[src/rtl/video_pkg.sv]
package video_pkg;

	////////////////////////////////////////////////////////////////////////////
	// Colour path widths
	////////////////////////////////////////////////////////////////////////////

	// One colour component, as driven to the resistor DAC
	localparam int COLOR_W = 4;

	// Dot colour index from the tilemap and sprite mixer
	localparam int DOT_W = 8;

	// Palette address is the bank bit on top of the dot index
	localparam int PAL_ADDR_W = DOT_W + 1;

	// Palette word holds red, green, blue from top to bottom
	localparam int PAL_DATA_W = 3 * COLOR_W;

	////////////////////////////////////////////////////////////////////////////
	// Raster timing
	////////////////////////////////////////////////////////////////////////////

	// Column and row counters, wide enough for the full raster
	localparam int CNT_W = 10;

endpackage
[src/rtl/blanking_to_count.sv]
`timescale 1ns/1ns

module blanking_to_count #(
	parameter int ACTIVE_COLS = 288,
	parameter int ACTIVE_ROWS = 224
) (
	input  logic                         i_clk,
	input  logic                         i_rst_n,
	input  logic                         i_hsync_n,
	input  logic                         i_vsync_n,
	input  logic                         i_hblank,
	input  logic                         i_vblank,
	output logic                         o_locked,
	output logic                         o_active,
	output logic                         o_hsync_n,
	output logic                         o_vsync_n,
	output logic [video_pkg::CNT_W-1:0] o_col,
	output logic [video_pkg::CNT_W-1:0] o_row
);

	localparam int W = video_pkg::CNT_W;

	// Counter ceilings
	localparam logic [W-1:0] COL_LAST  = W'(ACTIVE_COLS - 1);
	localparam logic [W-1:0] ROW_LINES = W'(ACTIVE_ROWS);

	// Previous blanking levels for edge detect
	logic hb_q;
	logic vb_q;

	// Active lines started in this frame
	logic [W-1:0] lines;
	logic [W-1:0] lines_nxt;

	logic active_nxt;
	logic h_fall;

	always_comb begin
		active_nxt = ~i_hblank & ~i_vblank;
		// Start of an active line
		h_fall     = hb_q & ~i_hblank;

		// One more line per hblank fall inside the vertical window
		if (i_vblank) begin
			lines_nxt = '0;
		end else if (h_fall && lines != ROW_LINES) begin
			lines_nxt = lines + 1'b1;
		end else begin
			lines_nxt = lines;
		end
	end

	always_ff @(posedge i_clk or negedge i_rst_n) begin
		if (!i_rst_n) begin
			hb_q      <= 1'b1;
			vb_q      <= 1'b1;
			lines     <= '0;
			o_locked  <= 1'b0;
			o_active  <= 1'b0;
			o_hsync_n <= 1'b1;
			o_vsync_n <= 1'b1;
			o_col     <= '0;
			o_row     <= '0;
		end else begin
			hb_q      <= i_hblank;
			vb_q      <= i_vblank;
			lines     <= lines_nxt;
			o_hsync_n <= i_hsync_n;
			o_vsync_n <= i_vsync_n;
			o_active  <= active_nxt;

			// Sticky once vblank has fallen
			if (vb_q && !i_vblank) begin
				o_locked <= 1'b1;
			end

			// Column from 0 at start of active, 0 outside
			if (!active_nxt || !o_active) begin
				o_col <= '0;
			end else if (o_col != COL_LAST) begin
				o_col <= o_col + 1'b1;
			end

			// Row number is lines started minus one
			o_row <= active_nxt ? lines_nxt - 1'b1 : '0;
		end
	end

endmodule

[config.mk]
export PLATFORM = sky130hd
export DESIGN_NAME = blanking_to_count
export DESIGN_NICKNAME = d
export VERILOG_FILES = /design/src/rtl/video_pkg.sv /design/src/rtl/blanking_to_count.sv
export SDC_FILE = /design/constraint.sdc
export NUM_CORES = 1
export LEC_CHECK = 0
export ABC_AREA = 1
export CORE_ASPECT_RATIO = 0.6
export CORE_UTILIZATION = 55
export CTS_BUF_LIST = sky130_fd_sc_hd__clkbuf_8
export DETAILED_ROUTE_END_ITERATION = 10
export DONT_BUFFER_PORTS = 1
export PLACE_DENSITY = 0.67
export SLEW_MARGIN = 20
export SYNTH_ARGS = -nofsm -noshare
export SYNTH_HDL_FRONTEND = slang
export SYNTH_SLANG_ARGS = --single-unit
export TNS_END_PERCENT = 5
[constraint.sdc]
create_clock -name i_clk -period 3 [get_ports i_clk]
set_input_delay 0.6 -clock i_clk [delete_from_list [all_inputs] [get_ports i_clk]]
set_output_delay 0.6 -clock i_clk [all_outputs]
set_load 0.01 [all_outputs]
==> flow_metrics.tcl <==
set metrics [dict create \
    synth-compound-area-share 0.0630 \
    crit_start "lines[0]" \
    p_per_area_mw_per_mm2 483 \
    muxShareOfSynthArea 0 \
    ys.flop_type "dfrtp_1" \
    routed_wl_mm 4.04 \
    worst-slew-pin-transition_ns 0.699 \
    gp_congestion 0.838 \
    gr-total-overflow 0 \
    fmax_ghz 0.442 \
    nNetsFinal 239 \
    fin_crit_ns 2.26 \
    vias 1475 \
    htree_num_levels 2 \
    drv_cap 0 \
    ant_nets 0 \
    post-route-period-util 0.755 \
    slowest_delay_ns 0.40 \
    num_io_pins 30 \
    area_growth_pct 8.58 \
    reg2reg_from "lines[0]" \
    synth.distinct_cells 29 \
    synth-seq-cells 36 \
    cp-end-kind "flip-flop" \
    synth_cells 220 \
    drive_gt1_frac 0.170 \
    antenna_found_initial 0 \
    synth_nets 230 \
    die_h_um 47.1 \
    cts.clk_slew.worst_paths_ns 0.07 \
    startpoint_type "flip-flop" \
    clock_sinks 36 \
    antenna_cells 0 \
    slew_headroom 0.530 \
    grt_pass1_wl_mm 6.76 \
    maxSlewViolCount 0 \
    crit_fanout 4 \
    synth_xor_area_frac 0.0141 \
    final_cells 272 \
    grt_pass1_vias 1437 \
    hold-worst-slack_ns 0.146 \
    fin_util 0.666 \
    drtIter0Drc 162 \
    synthArstFlopShare 1.00 \
    switching_share 0.264 \
    yosys_warnings 0 \
    drc 0 \
    synth_edf_count 0 \
    peakVddDrop_mv 0.281 \
    switchingPower_uw 259 \
    detailed_place_hpwl_mm 3.07 \
    r2r_cells 14 \
    layout_common_cells "40 x nand2_1, 38 x inv_1, 32 x dfrtp_1, 25 x nor2_1, 19 x nand3_1" \
    seq_power_share 0.547 \
    synth-simple-area-share 0.330 \
    reg2reg_slack_ns 0.74 \
    dpl.cell_count 262 \
    tns_ns 0 \
    fin_area_mm2 0.00203 \
    synth_fa_ha_area_frac 0.0268 \
    io_buffers 0 \
    die_x_um 77.2 \
    grt_start_max_net_pins 25 \
    critPathKind "reg -> reg" \
    fillers 261 \
    core_area_mm2 0.00304 \
    power_frac_comb 0.089 \
    cts_buffers 5 \
    cts_buffer_depth 2 \
    hold_class "in -> async" \
    rsz0062_at_grt "no" \
    crit_arrival_ns 2.44 \
    dieArea_mm2 0.00364 \
    viasPerCell 5.42 \
    r2r_end "o_row[8]" \
    wl_per_cell_um 14.9 \
    layout.cells.most_common "nand2_1" \
    clock_skew_ns 0.00778 \
    synth-seq-area-share 0.486 \
    post_dp_cell_area_mm2 0.00192 \
    clockPowerShare 0.365 \
    drt-pass1-iter-count 5 \
    slowest_stage "dfrtp_1" \
    avgSynthCellArea_um2 8.48 \
    synth_top_family_by_area "simple AND/OR/NAND/NOR gates" \
    cts_root_buffer "clkbuf_8" \
    hold_viol 0 \
    start_util 0.614 \
    leakagePower_nw 1.05 \
    track_usage 0.255 \
    status "finished, final reports clean" \
    clk_latency_ns 0.29 \
    rows 15 \
    power.total_uw 979 \
    crit_chain "inv_1 > ha_1 > nand2_1 > nor2_2 > nand3_2 > nand2_2 > nand2_1 > nand3_2 > ha_1 > nand2_1 > nor2_4 > nand3_2 > o21ai_1 > nor2_1" \
    dp_slack_ns 0.754 \
    crit_required_ns 3.17 \
    intPower_uw 721 \
    setup_viol 0 \
    fin_ws_ns 0.736 \
    cts_tree "built" \
    synth_area_mm2 0.00187 \
]
-- flip-flops by register name (all words and copies together) (netlist names) --
register,flops
hb_q,1
lines,10
o_active,1
o_col,10
o_hsync_n,1
o_locked,1
o_row,10
o_vsync_n,1
vb_q,1
-- Yosys cell counts (3+ instances only) --
master | n | area share
nand4_1 | 3 | 0.010
nand2_2 | 4 | 0.013
nand3_2 | 8 | 0.043
ha_1 | 4 | 0.027
nand3_1 | 19 | 0.051
nor3_1 | 6 | 0.016
a21oi_1 | 8 | 0.021
dfrtp_1 | 32 | 0.43
nor2_4 | 4 | 0.024
xor2_1 | 3 | 0.014
o21ai_0 | 6 | 0.016
dfstp_2 | 4 | 0.056
inv_1 | 38 | 0.076
nand2_1 | 40 | 0.080
nor2_1 | 25 | 0.050
nor2_2 | 3 | 0.010
-- power groups by stage --
stage          clock network [mW]  registers, mW  logic (mW)
2_1_floorplan                   0          0.540      0.0622
3_3_place_gp                    0          0.543      0.0735
3_5_place_dp                    0          0.545      0.0766
4_1_cts                     0.362          0.536      0.0845
5_1_grt                     0.379          0.539       0.102
6_report                    0.357          0.536      0.0867
-- worst max path at each step --
stage / endpoint / depth (start not counted)
finish: o_row[8] / 14
global route: o_row[8] / 14
CTS: o_row[8] / 14
detailed placement: o_row[8] / 14
global placement: o_row[8] / 14
floorplan: o_row[8] / 14
-- worst max-delay path, delay by kind of cell (launching register included) --
family | cells | cell delay, ns
buf+inv | 1 | 0.15
flops | 1 | 0.40
fa+ha+maj | 2 | 0.44
compound gates | 1 | 0.12
simple gates | 10 | 1.04
-- final cells by class --
type | count | area, um2 | area share
repair buffers | 2 | 15.0 | 0.00741
clock buffers | 6 | 82.6 | 0.0408
clock inverters | 2 | 10.0 | 0.00494
multi-input cells | 144 | 810 | 0.400
well taps | 42 | 52.6 | 0.0259
flip-flops and latches | 36 | 906 | 0.447
inverters | 40 | 150 | 0.0741
-- repair_timing --
action,4_1_cts,5_1_grt
hold endpoints to repair,24,8
hold buffers,1,1
gates resized for setup,0,0
buffers inserted,0,0
-- cell families after synthesis --
kind of cell	after synthesis
xor gates and xnor gates	3
AOI/OAI and AO/OA	20
adders and majority gates	4
and+or+nand+nor	117
buffers and inverters	40
DFF	36
-- routing by layer --
layer	vias up	global-route usage	wire length (um)
met5	-	0	0
met4	0	0.109	74
met3	10	0.0718	316
met2	68	0.373	1660
met1	676	0.363	1990
li1	721	-	-
No activity file was read; power rests on OpenSTA's default activity.
