<file path="src/rtl/video_pkg.sv">
package video_pkg;

	////////////////////////////////////////////////////////////////////////////
	// Colour path widths
	////////////////////////////////////////////////////////////////////////////

	// One colour component, as driven to the resistor DAC
	localparam int COLOR_W = 4;

	// Dot colour index from the tilemap and sprite mixer
	localparam int DOT_W = 8;

	// Palette address is the bank bit on top of the dot index
	localparam int PAL_ADDR_W = DOT_W + 1;

	// Palette word holds red, green, blue from top to bottom
	localparam int PAL_DATA_W = 3 * COLOR_W;

	////////////////////////////////////////////////////////////////////////////
	// Raster timing
	////////////////////////////////////////////////////////////////////////////

	// Column and row counters, wide enough for the full raster
	localparam int CNT_W = 10;

endpackage
</file>
<file path="src/rtl/sync_to_blanking.sv">
`timescale 1ns/1ns

module sync_to_blanking #(
	parameter int ACTIVE_COLS      = 288,
	parameter int ACTIVE_ROWS      = 224,
	parameter int SYNC_PULSE_HORZ  = 32,
	parameter int SYNC_PULSE_VERT  = 8,
	parameter int FRONT_PORCH_HORZ = 32,
	parameter int BACK_PORCH_HORZ  = 32,
	parameter int FRONT_PORCH_VERT = 48,
	parameter int BACK_PORCH_VERT  = 8
) (
	input  logic i_clk,
	input  logic i_rst_n,
	input  logic i_hsync_n,
	input  logic i_vsync_n,
	output logic o_hsync_n,
	output logic o_vsync_n,
	output logic o_hblank,
	output logic o_vblank
);

	localparam int W = video_pkg::CNT_W;

	// Active window, counted from the sync falling edge
	localparam logic [W-1:0] H_START = W'(SYNC_PULSE_HORZ + BACK_PORCH_HORZ);
	localparam logic [W-1:0] H_STOP  = W'(SYNC_PULSE_HORZ + BACK_PORCH_HORZ + ACTIVE_COLS);
	localparam logic [W-1:0] V_START = W'(SYNC_PULSE_VERT + BACK_PORCH_VERT);
	localparam logic [W-1:0] V_STOP  = W'(SYNC_PULSE_VERT + BACK_PORCH_VERT + ACTIVE_ROWS);

	// Front porch closes the line and the frame
	localparam logic [W-1:0] H_LAST = W'(SYNC_PULSE_HORZ + BACK_PORCH_HORZ + ACTIVE_COLS
		+ FRONT_PORCH_HORZ - 1);
	localparam logic [W-1:0] V_LAST = W'(SYNC_PULSE_VERT + BACK_PORCH_VERT + ACTIVE_ROWS
		+ FRONT_PORCH_VERT - 1);

	// Recovered position, aligned with the output syncs
	logic [W-1:0] col;
	logic [W-1:0] row;
	logic [W-1:0] col_nxt;
	logic [W-1:0] row_nxt;

	// Sync seen at least once since reset
	logic h_seen;
	logic v_seen;
	logic h_seen_nxt;
	logic v_seen_nxt;

	logic h_fall;
	logic v_fall;

	always_comb begin
		// Output sync holds the previous input level
		h_fall     = o_hsync_n & ~i_hsync_n;
		v_fall     = o_vsync_n & ~i_vsync_n;
		h_seen_nxt = h_seen | h_fall;
		v_seen_nxt = v_seen | v_fall;

		// Column restarts on hsync, parks at end of line
		if (h_fall) begin
			col_nxt = '0;
		end else if (col == H_LAST) begin
			col_nxt = col;
		end else begin
			col_nxt = col + 1'b1;
		end

		// Row restarts on vsync, steps once per line
		if (v_fall) begin
			row_nxt = '0;
		end else if (h_fall && row != V_LAST) begin
			row_nxt = row + 1'b1;
		end else begin
			row_nxt = row;
		end
	end

	////////////////////////////////////////////////////////////////////////////
	// Registered syncs and blanking
	////////////////////////////////////////////////////////////////////////////

	always_ff @(posedge i_clk or negedge i_rst_n) begin
		if (!i_rst_n) begin
			col       <= '0;
			row       <= '0;
			h_seen    <= 1'b0;
			v_seen    <= 1'b0;
			o_hsync_n <= 1'b1;
			o_vsync_n <= 1'b1;
			o_hblank  <= 1'b1;
			o_vblank  <= 1'b1;
		end else begin
			col       <= col_nxt;
			row       <= row_nxt;
			h_seen    <= h_seen_nxt;
			v_seen    <= v_seen_nxt;
			o_hsync_n <= i_hsync_n;
			o_vsync_n <= i_vsync_n;
			// Blank until locked to the first sync
			o_hblank  <= !(h_seen_nxt && col_nxt >= H_START && col_nxt < H_STOP);
			o_vblank  <= !(v_seen_nxt && row_nxt >= V_START && row_nxt < V_STOP);
		end
	end

endmodule

</file>
<file path="config.mk">
export PLATFORM = sky130hd
export DESIGN_NAME = sync_to_blanking
export DESIGN_NICKNAME = d
export VERILOG_FILES = /design/src/rtl/video_pkg.sv /design/src/rtl/sync_to_blanking.sv
export SDC_FILE = /design/constraint.sdc
export NUM_CORES = 1
export LEC_CHECK = 0
export ABC_CLOCK_PERIOD_IN_PS = 1800
export BUFFER_PORTS_ARGS = -buffer_cell sky130_fd_sc_hd__buf_2
export CELL_PAD_IN_SITES_DETAIL_PLACEMENT = 0
export CELL_PAD_IN_SITES_GLOBAL_PLACEMENT = 1
export CORE_MARGIN = 4
export CORE_UTILIZATION = 41
export DETAILED_ROUTE_END_ITERATION = 10
export PLACE_DENSITY = 0.72
export REMOVE_ABC_BUFFERS = 1
export SLEW_MARGIN = 20
export SYNTH_ARGS = -nofsm -noshare
export SYNTH_HDL_FRONTEND = slang
export SYNTH_SLANG_ARGS = --single-unit
</file>
<file path="constraint.sdc">
create_clock -name i_clk -period 1.8 [get_ports i_clk]
set_clock_uncertainty 0.1 [all_clocks]
set_input_delay 0.27 -clock i_clk [delete_from_list [all_inputs] [get_ports i_clk]]
set_output_delay 0.27 -clock i_clk [all_outputs]
set_load 0.05 [all_outputs]
</file>
==> flow_summary_export.csv <==
group,metric,value,unit
yosys,yosys_warnings,0,
setup_path,cp_max_fo,3,
timing,slew_headroom,61.5,%
clocking,clock_sinks,26,
die,die_area,0.00411,mm^2
die,die-width,64.1,um
placement,pre_cts_ws,-0.0853,ns
clocking,cts_buffer_depth,2,
clocking,cts_buffers,3,
timing,setup_slack,-0.0884,ns
die,core,0.00303,mm^2
yosys,synth_edf_count,0,
setup_path,crit_required,1.92,ns
die,rows,20,
die,die_h,64.1,um
yosys,synth.largest_area_cell,"dfrtp_1",
status,status,"finished, violations left",
power,p_per_area,697,mW/mm^2
layout,nets,183,
routing,routed_wl,2.87,mm
layout,num_antenna_cells,0,
placement,gp_routability_congestion,0.808,
layout,final_cell_area,0.00177,mm^2
yosys,syn_area,0.00129,mm^2
yosys,yosys_register_bits,26,
clocking,cts_tree,"yes",
yosys,synth_cell_types,38,
routing,route.detailed.drc,0,
clocking,htreeDepth,1,
global_route,antenna_found_initial,0,
yosys,synth.most_common_cell,"dfrtp_1",
yosys,yosys.area.top_type_share,42.6,%
setup_path,arrival,2.00,ns
yosys,yosys-top-cells-area,"dfrtp_1, dfstp_2, nor2_1, xor2_1, nand4_1",
yosys,yosys_most_used_dff,"dfrtp_1",
power,ir_drop,0.371,mV
yosys,ys_seq_area_share,50.7,%
status,violations,"negative setup slack",
timing,tns,-0.145,ns
routing,firstDrtPassIters,4,
routing,wl_per_cell,13.0,um
yosys,syn_area_per_cell,10.1,um^2
clocking,path_clk_slew,0.13,ns
global_route,grt-ovfl-total,0,
global_route,grt_pass1_wl,4.87,mm
routing,antenna_left,0,
die,pin_count,8,
timing,post-route-min-period,1.89,ns
timing,fin_crit_sh,105,%
layout,drive_gt1_share,40.3,%
timing,finalHoldViolCount,0,
placement,dp_cells,201,
routing,viasPerCell,5.11,
setup_path,end_kind,"flip-flop",
global_route,grt_pass1_vias,1160,
global_route,grt_max_degree,27,
yosys,async_flop_share,100,%
layout,syn_to_final_growth,36.9,%
timing,max_freq,530,MHz
die,start_util,42.7,%
routing,drt-initial-drc-count,43,
setup_path,path_class,"flip-flop to flip-flop",
placement,dp_hpwl,1.95,mm
clocking,clk_latency,0.31,ns
clocking,ctsRootBufferMaster,"clkbuf_4",
job,cap_violations,0,
timing,rsz0062_at_grt,"yes",
yosys,synthCells,128,
power,p_leak,0.808,nW
setup_path,start_kind,"flip-flop",
setup_path,rr_worst_depth,6,
worst_hold_path,hold-path-cell-count,3,
timing,report.final.slew_viol_count,0,
layout,fin_cells,220,
timing,worstMarginPinSlew,0.578,ns
yosys,synth_commonest_cells,"dfrtp_1, nor2_1, a21oi_1, nand2_1",
placement,placedInstanceArea,0.00156,mm^2
timing,setup_viol,2,
placement,port_buffers,7,
routing,dr_total_vias,1125,
worst_hold_path,hp-class,"primary input to flip-flop",
global_route,grt_use_total,15.0,%
## cell families after synthesis
| kind of cell | after synthesis | synth area share [%] |
|---|---|---|
| AND/OR/NAND/NOR | 62 | 26.6 |
| flip-flops | 26 | 50.7 |
| AO/OA/AOI/OAI | 21 | 11.4 |
| XOR/XNOR | 10 | 6.78 |
| buffers and inverters | 6 | 1.74 |
| adder cells (fa/ha/maj) | 2 | 1.94 |
| multiplexers | 1 | 0.774 |
## report_power, final
group | internal [mW] | total, mW | leakage [nW] | switching, mW
Clock | 0.124 | 0.287 | 0.0210 | 0.163
Combinational | 0.148 | 0.274 | 0.455 | 0.126
Sequential | 0.633 | 0.671 | 0.332 | 0.0386
## placed cells by master, fill, tap and decap left out, types with 4 or more instances in the layout
cell type	synthesis	final
nor2_1	16	15
nand3_1	6	6
dfrtp_1	22	22
dfstp_2	4	4
a21oi_1	7	7
nand4_1	6	6
nand2_1	7	6
xor2_1	6	6
buf_4	0	37
buf_2	0	7
## final cells by class
cell class | instances | area (um^2)
fill | 285 | 1260
multi-input combinational | 96 | 661
sequential | 26 | 656
timing repair buffer | 48 | 354
tap | 44 | 55.1
clock buffer | 4 | 36.3
inverter | 2 | 7.51
## per-stage QoR
| step | power (mW) | utilization, % | hold WS (ns) |
|---|---|---|---|
| 3_3_place_gp | 0.861 | 51.6 | 0.195 |
| 3_5_place_dp | 0.871 | 51.6 | 0.202 |
| 4_1_cts | 1.22 | 56.9 | 0.249 |
| 5_1_grt | 1.32 | 58.4 | 0.271 |
| 6_report | 1.23 | 58.4 | 0.252 |
| 2_1_floorplan | 0.773 | - | -0.126 |
## routing by layer
layer  part of all wire (%)  up-vias  wire (um)  GRT usage (%)
met5                      0        -          0              0
li1                       -      558          -              -
met4                    2.2        0         62           5.80
met3                    1.5        6         43           2.11
met1                     42      550       1190           16.9
met2                     55       11       1570           28.1
## final timing paths
check,start,slack [ns],end
max,row[6]$_DFF_PN0_,-0.09,o_vblank$_DFF_PN1_
max reg2reg,row[6]$_DFF_PN0_,-0.09,o_vblank$_DFF_PN1_
min reg2reg,h_seen$_DFF_PN0_,0.36,h_seen$_DFF_PN0_
min in group asynchronous,i_rst_n,0.36,row[2]$_DFF_PN0_
max in group asynchronous,i_rst_n,0.85,o_vblank$_DFF_PN1_
min,i_hsync_n,0.25,col[5]$_DFF_PN0_
## sequential cells by signal, summed over array words and instances, names as in the netlist
| name | cells |
|---|---|
| o_hsync_n | 1 |
| col | 10 |
| v_seen | 1 |
| o_hblank | 1 |
| o_vblank | 1 |
| h_seen | 1 |
| row | 10 |
| o_vsync_n | 1 |
## repair_timing
action                                 in CTS  in global routing
gates resized for setup                    11                  4
buffers inserted                            8                  5
hold buffers                                3                  0
setup endpoints to repair                   3                 12
pin swaps                                   9                  8
endpoints found under the hold margin      24                  0
## critical path, stage by stage, from the launching register on
cell and delay [ns]:
dfrtp_1 0.40, or4b_4 0.56, o31ai_4 0.22, o21ai_1 0.10, a21oi_2 0.19, nand4bb_1 0.11
o311ai_1 0.11
No activity file was read; power rests on OpenSTA's default activity.
