==> src/rtl/video_pkg.sv <==
package video_pkg;

	////////////////////////////////////////////////////////////////////////////
	// Colour path widths
	////////////////////////////////////////////////////////////////////////////

	// One colour component, as driven to the resistor DAC
	localparam int COLOR_W = 4;

	// Dot colour index from the tilemap and sprite mixer
	localparam int DOT_W = 8;

	// Palette address is the bank bit on top of the dot index
	localparam int PAL_ADDR_W = DOT_W + 1;

	// Palette word holds red, green, blue from top to bottom
	localparam int PAL_DATA_W = 3 * COLOR_W;

	////////////////////////////////////////////////////////////////////////////
	// Raster timing
	////////////////////////////////////////////////////////////////////////////

	// Column and row counters, wide enough for the full raster
	localparam int CNT_W = 10;

endpackage
==> src/rtl/sync_pulses.sv <==
`timescale 1ns/1ns

module sync_pulses #(
	parameter int TOTAL_COLS      = 384,
	parameter int TOTAL_ROWS      = 288,
	parameter int SYNC_PULSE_HORZ = 32,
	parameter int SYNC_PULSE_VERT = 8
) (
	input  logic i_clk,
	input  logic i_rst_n,
	output logic o_hsync_n,
	output logic o_vsync_n
);

	localparam int W = video_pkg::CNT_W;

	// Last column and row before wrap
	localparam logic [W-1:0] COL_LAST = W'(TOTAL_COLS - 1);
	localparam logic [W-1:0] ROW_LAST = W'(TOTAL_ROWS - 1);

	// First column and row past the sync pulse
	localparam logic [W-1:0] HS_END = W'(SYNC_PULSE_HORZ);
	localparam logic [W-1:0] VS_END = W'(SYNC_PULSE_VERT);

	// Free-running raster position
	logic [W-1:0] col;
	logic [W-1:0] row;

	always_ff @(posedge i_clk or negedge i_rst_n) begin
		if (!i_rst_n) begin
			col       <= '0;
			row       <= '0;
			// Both syncs idle high in reset
			o_hsync_n <= 1'b1;
			o_vsync_n <= 1'b1;
		end else begin
			// Column wrap steps the row
			if (col == COL_LAST) begin
				col <= '0;
				row <= (row == ROW_LAST) ? '0 : row + 1'b1;
			end else begin
				col <= col + 1'b1;
			end

			// Sync low over the first columns / rows
			o_hsync_n <= (col >= HS_END);
			o_vsync_n <= (row >= VS_END);
		end
	end

endmodule

==> config.mk <==
export PLATFORM = sky130hd
export DESIGN_NAME = sync_pulses
export DESIGN_NICKNAME = d
export VERILOG_FILES = /design/src/rtl/video_pkg.sv /design/src/rtl/sync_pulses.sv
export SDC_FILE = /design/constraint.sdc
export NUM_CORES = 1
export LEC_CHECK = 0
export BUFFER_PORTS_ARGS = -buffer_cell sky130_fd_sc_hd__buf_2
export CAP_MARGIN = 10
export CELL_PAD_IN_SITES_DETAIL_PLACEMENT = 0
export CELL_PAD_IN_SITES_GLOBAL_PLACEMENT = 1
export CORE_UTILIZATION = 51
export CTS_CLUSTER_DIAMETER = 50
export CTS_CLUSTER_SIZE = 40
export DETAILED_ROUTE_END_ITERATION = 8
export PLACE_DENSITY = 0.92
export SYNTH_ARGS = -nofsm -noshare
export SYNTH_HDL_FRONTEND = slang
export SYNTH_SLANG_ARGS = --single-unit
==> constraint.sdc <==
create_clock -name i_clk -period 3.26 [get_ports i_clk]
set_clock_uncertainty 0.05 [all_clocks]
set_input_delay 0.326 -clock i_clk [delete_from_list [all_inputs] [get_ports i_clk]]
set_output_delay 0.326 -clock i_clk [all_outputs]
set_load 0.01 [all_outputs]
==> flow_metrics.tcl, run 1 <==
set metrics [dict create \
    wl_um 1760 \
    core.rowCount 16 \
    cp.depth 5 \
    hold_path.class "primary input to asynchronous set/reset pin" \
    grt_pass1_vias 721 \
    p_sw_share_pct 20.2 \
    avgViaCountPerCell 5.47 \
    fmax_mhz 582 \
    area_growth_pct 4.26 \
    post-synth-top-area-cell "dfrtp_1" \
    slew_viol_final 0 \
    rsz0062_at_grt "no" \
    dp_hpwl_um 1270 \
    cts_buffer_depth 2 \
    cts_tree "done" \
    die_h_um 49.4 \
    critPathMaxFanout 7 \
    r2r_end "row[9]" \
    postLayoutCoreUtil_pct 58.5 \
    p_switching_uw 80.3 \
    synth_cell_types 36 \
    r2r_start "row[0]" \
    worst-r2r-setup-slack_ps 1540 \
    core_area_sq_um 2040 \
    final_cell_area_sq_um 1190 \
    grtUsageTotal_pct 17.6 \
    required_ps 3420 \
    ant_nets 0 \
    leakage_nw 0.518 \
    cap_violations 0 \
    cts_hold_buf 1 \
    finalCriticalPeriod_ps 1720 \
    cts_resized 0 \
    setup.worst_path.class "flop to flop" \
    hold_violations 0 \
    cts_setup_buffers 0 \
    ir_drop_mv 0.195 \
    initial_core_util_pct 56.1 \
    drive_gt1_share_pct 17.6 \
    reg2regPathDepth 5 \
    crit_buf_inv 0 \
    endpoint "row[9]" \
    overflow 0 \
    die-area_sq_um 2440 \
    worstSkewPairLatency_ps 300 \
    dieWidth_um 49.4 \
    crit_top_cell "a21o_1" \
    p_clk_share_pct 29.7 \
    synth_nets 111 \
    setup-tns-final_ps 0 \
    path_clk_slew_ps 110 \
    status "finished clean" \
    p_comb_share_pct 1.6 \
    io_pins 4 \
    crit_family "simple AND/OR/NAND/NOR gates" \
    synthesis.area_sq_um 1150 \
    relSlewSlack_pct 67.7 \
    tightestPinTransition_ps 484 \
    drtIter0Drc 4 \
    cp_cell_sequence "ha_1 > and4_1 > nand3_2 > a21o_1 > a21o_1" \
    critical_path.max_stage_delay_ps 430 \
    n_antenna_cell 0 \
    cts_buffers 3 \
    pwr-share-seq_pct 68.7 \
    internal-power_uw 317 \
    power.total_uw 397 \
    grt_max_degree 23 \
    synth.area.top_cells "dfrtp_1 44%, xnor2_1 5.3%, dfstp_2 4.6%" \
    timing.hold.ws_ps 447 \
    clock-sinks 22 \
    wl_per_cell_um 13.0 \
    grt_pass1_wl_um 3180 \
    yosys_warnings 0 \
    synth_seq_cells 22 \
    syn_area_per_cell_sq_um 10.9 \
    vias 738 \
    min_period_over_period_pct 52.7 \
    critPathCaptureType "flop" \
    htree_levels 1 \
    gp_congestion 0.824 \
    worstSetupStartpoint "row[0]" \
    setup_violations 0 \
    drt-pass1-iter-count 4 \
    drc 0 \
    place_area_sq_um 1160 \
    synth_top_area_share_pct 43.7 \
    slowest_stage "dfrtp_1" \
    antenna_found_initial 0 \
    cp-start-kind "flop" \
    ys_seq_area_share_pct 48.3 \
    numPortBuffers 3 \
    syn_inst 105 \
    finish.net_count 116 \
    cts_root_buf "clkbuf_4" \
    crit_arrival_ps 1870 \
    power.density_nw_per_um2 333 \
]
==> registers in the layout, indices dropped and copies added, names as in the netlist <==
register   flops
o_hsync_n      1
col           10
o_vsync_n      1
row           10
==> cell usage in the layout, fill, tap and decap left out, drive strengths merged <==
master / instances
ha: 4
and4: 4
o31ai: 1
nand2: 10
a21o: 2
or3: 1
o2111ai: 1
inv: 6
nand4: 5
buf: 3
o21ai: 4
nor4b: 2
nand3: 9
nor3b: 1
nor3: 2
xor2: 3
o211ai: 1
dlygate4sd3: 1
nor2: 7
and3: 3
xnor2: 7
a31oi: 1
dfstp: 2
nor4: 1
dfrtp: 20
a21oi: 1
clkbuf: 3
o21bai: 1
and2: 2
==> cell families after synthesis <==
| kind of cell | share of synthesized area (%) |
|---|---|
| and+or+nand+nor | 27.7 |
| DFF | 48.3 |
| AOI/OAI and AO/OA | 7.21 |
| xor gates and xnor gates | 7.64 |
| buffers and inverters | 4.80 |
| adders and majority gates | 4.37 |
==> power by group through the flow <==
stage | Sequential (mW) | Combinational, mW | Clock (mW)
final | 0.273 | 0.00635 | 0.118
after global routing | 0.273 | 0.00752 | 0.134
after CTS | 0.273 | 0.00683 | 0.126
after detailed placement | 0.278 | 0.00594 | 0
after global placement | 0.278 | 0.00569 | 0
after floorplan | 0.278 | 0.000000225 | 0
==> final cells by class <==
class	count	area, sq um
Fill cell	185	847
Sequential cell	22	553
Multi-Input combinational cell	73	538
Tap cell	27	33.8
Timing Repair Buffer	4	25.0
Clock buffer	3	22.5
Inverter	6	22.5
==> cell usage after synthesis, drive strengths merged <==
library cell  number
and3               3
o211ai             1
and4               4
or3                1
inv                6
a21o               2
buf                4
nor4               1
dfrtp             20
ha                 4
nand2             10
nor3b              1
and2               2
nand3              9
nor3               2
nor4b              2
xnor2              7
o2111ai            1
nand4              5
nor2               7
a31oi              1
dfstp              2
o21bai             1
o21ai              4
a21oi              1
xor2               3
o31ai              1
==> through the flow <==
step                std cells  setup slack (ps)
floorplan                 105              1730
global placement          131              1590
detailed placement        131              1570
CTS                       135              1540
global route              135              1460
finish                    135              1540
==> metal layers <==
| layer | GRT usage (%) | wire, um | up-vias |
|---|---|---|---|
| li1 | - | - | 374 |
| met1 | 23.4 | 883 | 352 |
| met2 | 27.9 | 795 | 8 |
| met3 | 2.80 | 47 | 4 |
| met4 | 8.57 | 34 | 0 |
| met5 | 0 | 0 | - |
==> how the worst min path moves through the flow <==
| stage | start | end | slack, ps | cells past startpoint |
|---|---|---|---|---|
| 2_1_floorplan | i_rst_n | col[0] | -20 | 0 |
| 3_3_place_gp | i_rst_n | col[9] | 260 | 1 |
| 5_1_grt | i_rst_n | col[6] | 480 | 2 |
| 3_5_place_dp | i_rst_n | col[9] | 270 | 1 |
| 4_1_cts | col[4] | col[4] | 450 | 1 |
| 6_report | i_rst_n | col[6] | 450 | 2 |
Note: power is estimated with default switching activity, not from simulation.
==> run 2, diff against run 1 <==
Settings changed: CORE_UTILIZATION 51 to 48, PLACE_DENSITY 0.92 to 0.88.
Clock period 3.26 ns to 1.6 ns, I/O delays scaled along.
==> run 2 against run 1 <==
  * Via count rose by 8.7%
  * Setup slack got worse by 1500 ps
  * Sequential cell count unchanged
  * Combinational power increased by 100%
  * Sequential power up 100%
  * Sequential share of layout area is 3.9 points lower
  * Clock power grew to 2.6 times the previous value
  * Worst hold slack lost 170 ps
  * Clock-buffer cell count increased by 1
  * First-iteration DRC count increased by 100%
  * Non-clock buffer count rose by 11
  * Largest cell class unchanged
  * Highest routed layer unchanged
==> flow_metrics.tcl, run 2 (synthesis gave the netlist of run 1 again) <==
set metrics [dict create \
    status "finished clean" \
    cts_root_buf "clkbuf_4" \
    top_regs "col x10, row x10" \
    p_sw_share_pct 20.4 \
    slew_viol_final 0 \
    path_clk_slew_ps 130 \
    area_growth_pct 14.2 \
    drc 0 \
    critical_path.max_stage_delay_ps 440 \
    dp_hpwl_um 1410 \
    finalCriticalPeriod_ps 1530 \
    worstSkewPairLatency_ps 310 \
    fmax_mhz 652 \
    grt_pass1_vias 763 \
    internal-power_uw 697 \
    tightestPinTransition_ps 479 \
    ant_nets 0 \
    cts_tree "done" \
    pwr-share-seq_pct 63.5 \
    p_clk_share_pct 35.0 \
    grt_max_degree 23 \
    final_cell_mix "19 x dfrtp_1, 11 x buf_4, 9 x nand2_1" \
    crit_arrival_ps 1700 \
    wl_per_cell_um 13.2 \
    core.rowCount 17 \
    cp-start-kind "flop" \
    critPathCaptureType "flop" \
    overflow 0 \
    crit_buf_inv 0 \
    slowest_stage "dfrtp_1" \
    io_pins 4 \
    dieWidth_um 50.9 \
    grtUsageTotal_pct 17.7 \
    drive_gt1_share_pct 28.3 \
    initial_core_util_pct 51.3 \
    wl_um 1950 \
    hold_violations 0 \
    die-area_sq_um 2590 \
    grt_pass1_wl_um 3400 \
    core_area_sq_um 2230 \
    dp_slack_ps 84.3 \
    hold_path.class "primary input to asynchronous set/reset pin" \
    critPathMaxFanout 7 \
    relSlewSlack_pct 68.1 \
    power.density_nw_per_um2 669 \
    avgViaCountPerCell 5.42 \
    required_ps 1770 \
    die_h_um 50.9 \
    p_comb_share_pct 1.5 \
    mostFrequentLayoutCell "dfrtp_1" \
    crit_family "simple AND/OR/NAND/NOR gates" \
    leakage_nw 0.581 \
    gp_congestion 0.895 \
    antenna_found_initial 0 \
    place_area_sq_um 1240 \
    finish.net_count 127 \
    clock-sinks 22 \
    cp_cell_sequence "nor4_2 > nand3_4 > a21o_1 > a21o_1" \
    min_period_over_period_pct 95.9 \
    cts_buffers 3 \
    cap_violations 0 \
    cts_buffer_depth 2 \
    worst_slack_ps 65.3 \
    postLayoutCoreUtil_pct 58.6 \
    drt-pass1-iter-count 4 \
    setup_violations 0 \
    numPortBuffers 3 \
    drtIter0Drc 8 \
    p_switching_uw 179 \
    ir_drop_mv 0.435 \
    n_antenna_cell 0 \
    final_cell_area_sq_um 1310 \
    setup.worst_path.class "flop to flop" \
    vias 802 \
    htree_levels 1 \
    crit_top_cell "a21o_1" \
]
==> run 2: cell count changes in the layout (fill, tap and decap cells not counted), sizes merged <==
cell / before / now
buf: 3 / 14
clkbuf: 3 / 4
==> run 2: per-layer routing <==
metal,global-route usage [%],part of all wire [%],wire length [um]
met1,24.8,51,995
met5,0,0,0
met4,8.33,0.87,17
met2,27.1,46,895
met3,2.68,2.3,45
==> run 2: repair_timing <==
item	in CTS	in global routing
hold buffers	1	0
setup buffers	0	1
endpoints found under the hold margin	20	0
setup endpoints to repair	0	2
gates resized for setup	0	4
==> run 2: worst register-to-register path, cell delays in order, from the launching register on <==
cell and delay [ps]:
dfrtp_1 440, nor4_2 420, nand3_4 170, a21o_1 190, a21o_1 160
==> run 2: path summary, 6_finish.rpt <==
check	depth (start not counted)	startpoint	endpoint	slack [ps]
min in group i_clk	1	col[4]	col[4]	450
worst min register to register	1	col[4]	col[4]	450
max in group asynchronous	2	i_rst_n	o_hsync_n	870
worst max-delay path	4	row[6]	row[9]	70
worst max register to register	4	row[6]	row[9]	70
worst min-delay path	2	i_rst_n	row[8]	270
==> run 2: power groups by stage <==
stage | sequential (mW) | clock [mW] | combinational [mW]
2_1_floorplan | 0.567 | 0 | 0.000000225
3_3_place_gp | 0.567 | 0 | 0.0119
3_5_place_dp | 0.567 | 0 | 0.0121
4_1_cts | 0.556 | 0.320 | 0.0140
5_1_grt | 0.556 | 0.334 | 0.0154
6_report | 0.556 | 0.307 | 0.0128
==> run 2: layout make-up <==
class | instances | area [sq um]
Fill cell | 189 | 925
Sequential cell | 22 | 554
Multi-Input combinational cell | 73 | 553
Timing Repair Buffer | 15 | 108
Clock buffer | 4 | 36.3
Tap cell | 28 | 35.0
Inverter | 6 | 22.5
==> run 2: through the flow <==
stage | TNS [ps] | cells | power (mW) | hold slack [ps]
floorplan | 0 | 105 | 0.567 | -186
global placement | 0 | 142 | 0.578 | 95.8
detailed placement | 0 | 142 | 0.579 | 101
CTS | 0 | 147 | 0.891 | 284
global route | -5.39 | 148 | 0.905 | 318
finish | 0 | 148 | 0.876 | 273
